## config.mk

```make
export PLATFORM = sky130hd
export DESIGN_NAME = coreTestMonitor
export DESIGN_NICKNAME = d
export VERILOG_FILES = /design/src/source/monitorPkg.sv /design/src/source/coreTestMonitor.sv /design/src/source/eventQueue.sv /design/src/source/pcEventDetector.sv /design/src/source/verdictController.sv
export SDC_FILE = /design/constraint.sdc
export NUM_CORES = 1
export LEC_CHECK = 0
export BUFFER_PORTS_ARGS = -buffer_cell sky130_fd_sc_hd__buf_2
export CAP_MARGIN = 0
export CORE_ASPECT_RATIO = 0.8
export CORE_MARGIN = 3
export CORE_UTILIZATION = 60
export DETAILED_ROUTE_END_ITERATION = 10
export PLACE_DENSITY = 0.89
export SLEW_MARGIN = 20
export SYNTH_ARGS = -nofsm -noshare
export SYNTH_HDL_FRONTEND = slang
export SYNTH_SLANG_ARGS = --single-unit
```

## constraint.sdc

```tcl
create_clock -name dvtFlags -period 10.8 [get_ports dvtFlags]
set_clock_uncertainty 0.15 [all_clocks]
set_input_delay 2.16 -clock dvtFlags [delete_from_list [all_inputs] [get_ports dvtFlags]]
set_output_delay 2.16 -clock dvtFlags [all_outputs]
set_load 0.1 [all_outputs]
```

## src/source/monitorPkg.sv

```systemverilog
package monitorPkg;

  // ----------------------------------------
  // sizes
  // ----------------------------------------
  localparam int CompareWidth   = 30;  // low pc bits compared against the table
  localparam int SlotIndexWidth = 2;
  localparam int SlotCount      = 1 << SlotIndexWidth;

  // address table slots
  typedef enum logic [SlotIndexWidth-1:0] {
    slotPass,
    slotFail,
    slotFinish,
    slotFailAlt   // matches only when nonzero, like finish
  } slotT;

  // command opcodes, split between detector and controller
  typedef enum logic [2:0] {
    opNone,
    opWriteSlot,     // detector
    opDisableStuck,  // detector
    opForceFail,     // controller, timeout case
    opReadStatus     // controller
  } cmdOpT;

  typedef enum logic [1:0] {
    evPass,
    evFail,
    evStuck
  } eventKindT;

  // one queue entry, 32 bits
  typedef struct packed {
    eventKindT               kind;
    logic [CompareWidth-1:0] pc;
  } monitorEventT;

endpackage

```

## src/source/coreTestMonitor.sv

```systemverilog
`timescale 1ns/1ns

module coreTestMonitor
  import monitorPkg::*;
#(
  parameter int PcWidth       = 64,
  parameter int StuckLimit    = 500,
  parameter int QueueDepth    = 8,
  parameter int HoldOffCycles = 20
) (
  input  logic               dvtFlags,
  input  logic               pcFail,
  input  logic               traceValid,
  input  logic [PcWidth-1:0] tracePc,
  input  logic               cmdValid,
  input  cmdOpT              cmdOp,
  input  slotT               cmdSlot,
  input  logic [31:0]        cmdData,
  output logic               passStatus,
  output logic               failStatus,
  output logic               holdCoreReset,
  output logic               overflow,
  output logic               statusValid,
  output logic [1:0]         statusData
);

  // detector to queue
  logic         eventPush;
  monitorEventT eventIn;

  // queue to controller
  monitorEventT eventOut;
  logic         notEmpty;
  logic         eventPop;

  pcEventDetector #(
    .PcWidth    (PcWidth),
    .StuckLimit (StuckLimit)
  ) detector (
    .dvtFlags   (dvtFlags),
    .pcFail     (pcFail),
    .traceValid (traceValid),
    .tracePc    (tracePc),
    .cmdValid   (cmdValid),
    .cmdOp      (cmdOp),
    .cmdSlot    (cmdSlot),
    .cmdData    (cmdData),
    .eventPush  (eventPush),
    .eventIn    (eventIn)
  );

  eventQueue #(
    .QueueDepth (QueueDepth)
  ) queue (
    .dvtFlags  (dvtFlags),
    .pcFail    (pcFail),
    .eventPush (eventPush),
    .eventIn   (eventIn),
    .eventPop  (eventPop),
    .eventOut  (eventOut),
    .notEmpty  (notEmpty),
    .overflow  (overflow)
  );

  verdictController #(
    .HoldOffCycles (HoldOffCycles)
  ) controller (
    .dvtFlags      (dvtFlags),
    .pcFail        (pcFail),
    .eventOut      (eventOut),
    .notEmpty      (notEmpty),
    .cmdValid      (cmdValid),
    .cmdOp         (cmdOp),
    .eventPop      (eventPop),
    .passStatus    (passStatus),
    .failStatus    (failStatus),
    .holdCoreReset (holdCoreReset),
    .statusValid   (statusValid),
    .statusData    (statusData)
  );

endmodule

```

## src/source/eventQueue.sv

```systemverilog
`timescale 1ns/1ns

module eventQueue
  import monitorPkg::*;
#(
  parameter int QueueDepth = 8
) (
  input  logic         dvtFlags,
  input  logic         pcFail,
  input  logic         eventPush,
  input  monitorEventT eventIn,
  input  logic         eventPop,
  output monitorEventT eventOut,
  output logic         notEmpty,
  output logic         overflow
);

  localparam int PtrWidth = $clog2(QueueDepth);

  monitorEventT        entries [QueueDepth];
  logic [PtrWidth-1:0] wrPtr;
  logic [PtrWidth-1:0] rdPtr;
  logic [PtrWidth:0]   occupancy;
  logic                full;
  logic                doPush;
  logic                doPop;

  assign full     = (occupancy == (PtrWidth + 1)'(QueueDepth));
  assign notEmpty = (occupancy != '0);
  assign doPush   = eventPush && !full;  // dropped when full, even with a pop
  assign doPop    = eventPop && notEmpty;
  assign eventOut = entries[rdPtr];      // head entry

  // ----------------------------------------
  // storage
  // ----------------------------------------
  always_ff @(posedge dvtFlags) begin
    if (doPush) begin
      entries[wrPtr] <= eventIn;
    end
  end

  // pointers wrap on their own, depth is a power of two
  always_ff @(posedge dvtFlags or posedge pcFail) begin
    if (pcFail) begin
      wrPtr     <= '0;
      rdPtr     <= '0;
      occupancy <= '0;
    end else begin
      if (doPush) begin
        wrPtr <= wrPtr + 1'b1;
      end
      if (doPop) begin
        rdPtr <= rdPtr + 1'b1;
      end
      case ({doPush, doPop})
        2'b10:   occupancy <= occupancy + 1'b1;
        2'b01:   occupancy <= occupancy - 1'b1;
        default: occupancy <= occupancy;  // none, or both at once
      endcase
    end
  end

  // sticky lost-event flag
  always_ff @(posedge dvtFlags or posedge pcFail) begin
    if (pcFail) begin
      overflow <= 1'b0;
    end else if (eventPush && full) begin
      overflow <= 1'b1;
    end
  end

  // the controller must gate its pop on notEmpty
  popWhileEmpty : assert property (@(posedge dvtFlags) disable iff (pcFail)
    eventPop |-> notEmpty);

endmodule

```

## src/source/pcEventDetector.sv

```systemverilog
`timescale 1ns/1ns

module pcEventDetector
  import monitorPkg::*;
#(
  parameter int PcWidth    = 64,
  parameter int StuckLimit = 500
) (
  input  logic               dvtFlags,
  input  logic               pcFail,
  input  logic               traceValid,
  input  logic [PcWidth-1:0] tracePc,
  input  logic               cmdValid,
  input  cmdOpT              cmdOp,
  input  slotT               cmdSlot,
  input  logic [31:0]        cmdData,
  output logic               eventPush,
  output monitorEventT       eventIn
);

  localparam int CountWidth = $clog2(StuckLimit + 1);

  logic [CompareWidth-1:0] slotTable [SlotCount];
  logic                    stuckDisabled;
  logic [PcWidth-1:0]      lastPc;
  logic [CountWidth-1:0]   repeatCount;
  logic [CountWidth-1:0]   repeatNext;
  logic [CompareWidth-1:0] pcLow;
  logic                    sameAsLast;
  logic                    reachLimit;
  logic                    stuckHit;
  logic                    failHit;
  logic                    passHit;

  // ----------------------------------------
  // match logic
  // ----------------------------------------
  assign pcLow = tracePc[CompareWidth-1:0];

  // finish and failAlt are disabled while zero
  assign failHit = traceValid &&
                   ((pcLow == slotTable[slotFail]) ||
                    ((slotTable[slotFailAlt] != '0) && (pcLow == slotTable[slotFailAlt])));
  assign passHit = traceValid &&
                   ((pcLow == slotTable[slotPass]) ||
                    ((slotTable[slotFinish] != '0) && (pcLow == slotTable[slotFinish])));

  // ----------------------------------------
  // stuck loop
  // ----------------------------------------
  assign sameAsLast = (tracePc == lastPc);  // full pc width here
  assign reachLimit = sameAsLast && (repeatCount == CountWidth'(StuckLimit - 1));
  assign stuckHit   = traceValid && reachLimit && !stuckDisabled;

  always_comb begin
    if (!sameAsLast) begin
      repeatNext = '0;
    end else if (repeatCount == CountWidth'(StuckLimit)) begin
      repeatNext = repeatCount;  // saturate, so only one evStuck
    end else begin
      repeatNext = repeatCount + 1'b1;
    end
  end

  always_ff @(posedge dvtFlags or posedge pcFail) begin
    if (pcFail) begin
      lastPc      <= '0;
      repeatCount <= '0;
    end else if (traceValid) begin
      lastPc      <= tracePc;
      repeatCount <= repeatNext;
    end
  end

  // address table and stuck disable
  always_ff @(posedge dvtFlags or posedge pcFail) begin
    if (pcFail) begin
      for (int i = 0; i < SlotCount; i++) begin
        slotTable[i] <= '0;
      end
      stuckDisabled <= 1'b0;
    end else if (cmdValid) begin
      if (cmdOp == opWriteSlot) begin
        slotTable[cmdSlot] <= cmdData[CompareWidth-1:0];
      end
      if (cmdOp == opDisableStuck) begin
        stuckDisabled <= 1'b1;  // sticky until reset
      end
    end
  end

  // ----------------------------------------
  // registered event out
  // ----------------------------------------
  always_ff @(posedge dvtFlags or posedge pcFail) begin
    if (pcFail) begin
      eventPush <= 1'b0;
    end else begin
      eventPush <= stuckHit || failHit || passHit;
    end
  end

  always_ff @(posedge dvtFlags) begin
    if (traceValid) begin
      eventIn.pc <= pcLow;
      if (stuckHit) begin
        eventIn.kind <= evStuck;  // stuck beats any match
      end else if (failHit) begin
        eventIn.kind <= evFail;   // fail beats pass
      end else begin
        eventIn.kind <= evPass;
      end
    end
  end

  // disable takes effect for retires after the command
  stuckWhileDisabled : assert property (@(posedge dvtFlags) disable iff (pcFail)
    (eventPush && (eventIn.kind == evStuck)) |-> !$past(stuckDisabled));

endmodule

```

## src/source/verdictController.sv

```systemverilog
`timescale 1ns/1ns

module verdictController
  import monitorPkg::*;
#(
  parameter int HoldOffCycles = 20
) (
  input  logic         dvtFlags,
  input  logic         pcFail,
  input  monitorEventT eventOut,
  input  logic         notEmpty,
  input  logic         cmdValid,
  input  cmdOpT        cmdOp,
  output logic         eventPop,
  output logic         passStatus,
  output logic         failStatus,
  output logic         holdCoreReset,
  output logic         statusValid,
  output logic [1:0]   statusData
);

  localparam int HoldWidth = $clog2(HoldOffCycles + 1);

  logic                 counting;   // hold-off countdown running
  logic [HoldWidth-1:0] holdCount;
  logic                 takeVerdict;
  logic                 forceFail;
  logic                 readStatus;

  // stall only during the countdown, drain once held
  assign eventPop    = notEmpty && !counting;
  assign takeVerdict = eventPop && !holdCoreReset;
  assign forceFail   = cmdValid && (cmdOp == opForceFail);
  assign readStatus  = cmdValid && (cmdOp == opReadStatus);

  // ----------------------------------------
  // verdict status
  // ----------------------------------------
  always_ff @(posedge dvtFlags or posedge pcFail) begin
    if (pcFail) begin
      passStatus <= 1'b0;
      failStatus <= 1'b0;
    end else if (forceFail) begin
      // timeout case, wins over a same-cycle pass
      passStatus <= 1'b0;
      failStatus <= 1'b1;
    end else if (takeVerdict) begin
      if (eventOut.kind == evPass) begin
        passStatus <= 1'b1;
        failStatus <= 1'b0;
      end else begin
        passStatus <= 1'b0;  // fail and stuck alike
        failStatus <= 1'b1;
      end
    end
  end

  // ----------------------------------------
  // hold-off and core reset hold
  // ----------------------------------------
  always_ff @(posedge dvtFlags or posedge pcFail) begin
    if (pcFail) begin
      counting      <= 1'b0;
      holdCount     <= '0;
      holdCoreReset <= 1'b0;
    end else if (counting) begin
      if (holdCount == '0) begin
        counting      <= 1'b0;
        holdCoreReset <= 1'b1;  // stays until reset
      end else begin
        holdCount <= holdCount - 1'b1;
      end
    end else if (takeVerdict) begin
      // first verdict starts the countdown
      counting  <= 1'b1;
      holdCount <= HoldWidth'(HoldOffCycles - 1);
    end
  end

  // ----------------------------------------
  // status read
  // ----------------------------------------
  always_ff @(posedge dvtFlags or posedge pcFail) begin
    if (pcFail) begin
      statusValid <= 1'b0;
    end else begin
      statusValid <= readStatus;  // one-cycle pulse
    end
  end

  always_ff @(posedge dvtFlags) begin
    if (readStatus) begin
      statusData <= {failStatus, passStatus};
    end
  end

  bothVerdicts : assert property (@(posedge dvtFlags) disable iff (pcFail)
    !(passStatus && failStatus));

endmodule

```

Word level (Yosys, flattened, before mapping)
Memories as Yosys holds them, arrays and structs flattened.
Index checks and enable logic that the tools add are counted.
{"block": "totals", "ramBits": 256, "reg_bits": 250, "wordCells": 104, "latchBits": 0, "output_inout_bits": 7, "rom_bits": 0, "n_memories": 1}
{"name": "queue.entries", "depth": 8, "word_bits": 32, "rd": 1, "rd_clocked_by_memory_dff": 0, "wr": 1, "line": "eventQueue.sv:20", "text": "monitorEventT entries [QueueDepth];"}
{"block": "op_classes", "eq_ne": 16, "div_mod_pow": 0, "addsub": 6, "mux": 21, "mul": 0, "n_bitwise": 1, "n_shift": 0, "n_reduce_logical": 36, "order_cmp": 2}
{"op": "$bwmux 120", "n": 1}
{"op": "$eq 30x30->1", "n": 4}
{"op": "$eq 64x64->1", "n": 1}
{"op": "$demux 30 s2", "n": 1}
{"op": "$reduce_bool 30->1", "n": 2}
{"op": "$mux 30", "n": 1}
{"op": "$eq 9x9->1 const B", "n": 2}
{"op": "$mux 9", "n": 2}
{"op": "$logic_and 1x1->1", "n": 15}
{"op": "$mux 5", "n": 3}
{"op": "$mux 1", "n": 12}
{"op": "$reduce_and 2->1", "n": 5}
{"op": "$add 9x1->9 const B", "n": 1}
{"op": "$pmux 4 s2", "n": 1}
{"op": "$add 3x1->3 const B", "n": 2}
{"op": "$eq 3x2->1 const B", "n": 2}
{"op": "$reduce_bool 2->1", "n": 3}
{"op": "$logic_not 5->1", "n": 1}
{"op": "$sub 5x1->5 const B", "n": 1}
{"op": "$add 4x1->4 const B", "n": 1}
{"op": "$eq 4x4->1 const B", "n": 1}
{"op": "$logic_not 1->1", "n": 4}
{"op": "$logic_or 1x1->1", "n": 4}
{"op": "$ne 2x2->1 const B", "n": 2}
{"op": "10 further kinds", "n": 10}

Depth between registers and ports, before layout
{"block": "logic_depth", "depth_word": 6, "mapped_depth": 11}

By module
Synthesis repeated with hierarchy kept, for this count alone.
{"block": "hier_totals", "cells_unflattened": 1283, "hier_area_um2": 21664.5}
{"module": "pcEventDetector", "cells_per_inst": 797, "area_per_inst_um2": 10727.8, "seq_area_each_um2": 5840.6, "instances": 1}
{"module": "eventQueue", "cells_per_inst": 438, "area_per_inst_um2": 10402.5, "seq_area_each_um2": 7962.6, "instances": 1}
{"module": "verdictController", "cells_per_inst": 48, "area_per_inst_um2": 534.3, "seq_area_each_um2": 310.3, "instances": 1}

Least setup slack after synthesis
Ideal clock, no wire load.
{"block": "synth_path", "path_kind": "input to register", "start": "input port tracePc[21]", "end": "register detector.eventIn[30] (netlist name)", "setup_time_ns": 0.259, "required_time_ns": 10.391, "arrival_time_ns": 3.233, "slack_ns": 7.158, "n_path_buf": 2, "path_stages": 8, "cell_sequence": "buf_2 -> xnor2_1 -> nand4_1 -> nor4_1 -> nand4_1 -> buf_2 -> nor2_2 -> nor2_1"}
{"item": "from (decl)", "line": "coreTestMonitor.sv:14", "text": "input logic [PcWidth-1:0] tracePc,"}
{"item": "$eq 64x64->1", "line": "pcEventDetector.sv:51", "text": "assign sameAsLast = (tracePc == lastPc);"}
{"item": "$logic_and 1x1->1", "line": "pcEventDetector.sv:52", "text": "assign reachLimit = sameAsLast && (repeatCount == CountWidth'(StuckLimit - 1));"}
{"item": "$logic_and 1x1->1 (2 in a row)", "line": "pcEventDetector.sv:53", "text": "assign stuckHit = traceValid && reachLimit && !stuckDisabled;"}
{"item": "net detector.stuckHit", "line": "pcEventDetector.sv:31", "text": "logic stuckHit;"}
The timed path passes the listed nets, and every way through them passes these cells.
A chain may end at the register's enable or synchronous reset.

Final worst setup path
{"block": "layout_path", "start": "input port tracePc[5]", "end": "register detector.repeatCount[0]"}
{"block": "layout_via", "elab_chain_cells": 3}
{"item": "$eq 64x64->1 (*)", "line": "pcEventDetector.sv:51"}
{"item": "$ne 2x2->1 (no line)"}
{"item": "$reduce_and 2->1 (no line)"}
{"item": "to (signal assigned)", "line": "pcEventDetector.sv:71", "text": "repeatCount <= repeatNext;"}
{"item": "to (decl)", "line": "pcEventDetector.sv:26", "text": "logic [CountWidth-1:0] repeatCount;"}
Mark *: on every way between the ends. The rest lies on a longest branch, timed or not.

==> impl_metrics.yaml <==
synthesis:
  synth-compound-area-share_pct: 1.97
  synth_top_family_by_area: "multiplexers"
  yosys-mux-area-fraction_pct: 18.5
  synth_top_cell_by_area: "dfrtp_1"
  yosysTopAreaCellShare_pct: 46.8
  synth_xor_area_share_pct: 15.2
  yosys.area_share.adder_pct: 1.15
  synth_nets: 1007
  synthDistinctLibCells: 50
  yosys-top-cells-area: "dfrtp_1, mux2_2, xnor2_1, edfxtp_1, xor2_1"
  yosys_warnings: 0
  synth_edf_count: 20
  synth-async-reset-ratio_pct: 91.5
  netlist_instances: 892
  synthFlopType: "dfrtp_1"
  avgSynthCellArea_sq_um: 12.9
  yosys.area_share.simple_pct: 7.96
  netlist_area_sq_um: 11500
  ys_seq_elements: 236
  yosysSeqAreaShare_pct: 52.0
min_path:
  min_path_type: "flip-flop to flip-flop"
  min-delay-start: "queue.overflow$_DFFE_PP0P_"
final_layout:
  area_delta_synth_final_pct: 11.7
  fin_util_pct: 69.7
  fin_nets: 1097
  stdcell_count: 1252
  design_area_sq_um: 12900
  drive_above_1_share_pct: 34.5
  num_antenna_cells: 0
  multiInputGateArea_sq_um: 5170
  fill_cells: 1297
  seqCellArea_sq_um: 6010
cts:
  clk_pin_slew_ns: 0.06
  postCtsHoldBufs: 0
  cts_setup_buffers: 0
  cts_tree: "yes"
  cts_resized: 0
  h-tree-depth: 1
  clock_path_buffers: 3
  cts-root-buf: "clkbuf_16"
  cts_inserted_buffers: 24
  insertion_delay_ns: 0.52
  clock-sinks: 236
routing:
  via_per_inst: 5.95
  routed_wl_mm: 27.4
  vias: 7452
  drtAntennaViolNets: 0
  first_iter_violations: 673
  wl_per_cell_microns: 21.9
  route.detailed.drc: 0
  first_pass_iters: 7
floorplanning:
  die_y_microns: 130
  rows: 44
  io_pins: 112
  core_sq_um: 18500
  dieWidth_microns: 161
  die-area_sq_um: 20900
  start_util_pct: 62.4
global_route:
  grt_pass1_wl_mm: 42.5
  antenna_found_initial: 1
  grt_max_degree: 139
  track_usage_pct: 26.3
  grt_pass1_vias: 7695
  grt_remaining_overflow: 0
timing:
  hold_violations: 0
  rsz0062_at_grt: "false"
  setup_viol: 0
  setup_slack_ns: 6.39
  fin_crit_sh_pct: 40.8
  setup_tns_ns: 0
  period_minus_slack_ns: 4.41
  drv_slew: 0
  worst_slew_pin_slew_ns: 0.972
  slew_headroom_pct: 35.2
  max_freq_mhz: 227
worst_setup_path:
  cp_max_fo: 11
  cp-start-kind: "input pin"
  path_class: "input pin to flip-flop"
  cp.required_ns: 11.10
  r2r-start: "detector.lastPc[19]$_DFFE_PP0P_"
  cp-startpoint: "tracePc[5]"
  worst_setup_path_end_kind: "flip-flop"
  worstPathArrival_ns: 4.70
place:
  portBuffers: 109
  dp.cells: 1208
  placed_cell_area_sq_um: 12100
  dpl_worst_slack_ns: 6.02
  gp_congestion: 0.938
  dpl.hpwl_mm: 19.1
pwr:
  power.density_nw_per_um2: 177
  ir_drop_uv: 139
  power.leakage_nw: 5.56
  seqPwrFrac_pct: 48.8
  swShare_pct: 27.6
  intPower_mw: 1.66
  p_clk_share_pct: 33.8
  p_comb_share_pct: 17.4
  p_switching_mw: 0.630
job:
  maxCapViolCount: 0
status:
  status: "complete, no violations"
## registers in the layout, indices dropped and copies added, names as in the netlist, 2 cells and up
name,flops
detector.slotTable,120
detector.lastPc,64
queue.entries,16
detector.repeatCount,9
controller.holdCount,5
queue.occupancy,4
queue.rdPtr,3
queue.wrPtr,3
controller.statusData,2
detector.eventIn,2
## power by group through the flow
stage          logic, mW  registers [mW]  clock network (mW)
2_1_floorplan      0.282            1.11                   0
3_3_place_gp       0.372            1.12                   0
3_5_place_dp       0.385            1.13                   0
4_1_cts            0.393            1.11               0.781
5_1_grt            0.426            1.13               0.821
6_report           0.397            1.12               0.772
## path summary, 6_finish.rpt
kind	cells after the start	slack, ns	to
max	7	6.39	detector.repeatCount[0]$_DFFE_PP0P_
min	1	0.33	queue.overflow$_DFFE_PP0P_
max reg2reg	6	7.83	detector.repeatCount[0]$_DFFE_PP0P_
min reg2reg	1	0.33	queue.overflow$_DFFE_PP0P_
max in group asynchronous	4	7.66	queue.rdPtr[0]$_DFFE_PP0P_
min in group asynchronous	2	1.64	detector.slotTable[97]$_DFFE_PP0P_
## metal layers
layer	share of wire (%)	vias to the layer above	GRT usage (%)
met3	9.5	71	7.58
li1	-	3316	-
met1	42	3761	36.3
met4	2.7	2	7.54
met2	45	302	41.5
met5	0.066	-	0
## cells in the mapped netlist, types with 7 or more instances
| library cell | instances |
|---|---|
| nor2_1 | 23 |
| xnor2_2 | 7 |
| ha_1 | 9 |
| xor2_1 | 56 |
| nor3_1 | 15 |
| nand4_1 | 42 |
| nand2_1 | 18 |
| nor4_1 | 39 |
| dfrtp_1 | 216 |
| a21oi_1 | 7 |
| buf_6 | 10 |
| edfxtp_1 | 20 |
| buf_2 | 31 |
| xnor2_1 | 131 |
| inv_1 | 13 |
| mux2_2 | 183 |
## stage by stage
stage,power (mW),hold slack [ns]
floorplan,1.39,0.294
global route,2.37,0.343
detailed placement,1.51,0.314
global placement,1.49,0.310
finish,2.29,0.334
CTS,2.29,0.327
## cell type report
cell class | instances | area share [%]
Timing Repair Buffer | 116 | 4.81
Tap cell | 253 | 2.45
Inverter | 13 | 0.437
Clock inverter | 6 | 0.262
Sequential cell | 236 | 46.6
Clock buffer | 37 | 5.36
Multi-Input combinational cell | 591 | 40.1
## layout by cell type, fill, tap and decap left out, types with 2 or more instances in the layout
cell       count
nor4b_1        2
xnor2_1      131
xor2_1        56
nand3b_1       2
inv_1         12
nor2b_1        2
clkbuf_1      10
xnor2_2        7
edfxtp_1      20
nand2_1       18
clkinv_2       5
nor4_1        39
mux2_2       183
clkbuf_16     25
a21o_1         3
nor2_1        23
buf_4          7
buf_2        108
nand3_1        6
mux2_1         3
nor3_1        15
dfrtp_1      216
clkbuf_8       2
nand4_1       42
nand2b_1       6
o21ai_0        4
a21oi_1        7
o21ai_1        5
a22o_1         4
nor3b_1        2
mux2i_1        2
a31o_1         2
ha_1           9
## cell families (layout without fill, tap and decap cells)
kind of cell | after synthesis | count (layout)
and+or+nand+nor | 164 | 164
AOI/OAI and AO/OA | 34 | 34
xor gates and xnor gates | 194 | 194
adders and majority gates | 10 | 10
DFF | 236 | 236
buffers and inverters | 65 | 172
muxes | 189 | 189
## critical path, stage by stage
cell     delay (ns)
buf_2          0.22
xnor2_1        0.17
nand4_1        0.13
nor4_1         0.53
nand4_1        0.63
nor3b_1        0.61
mux2_2         0.24
No activity file was read; power rests on OpenSTA's default activity.
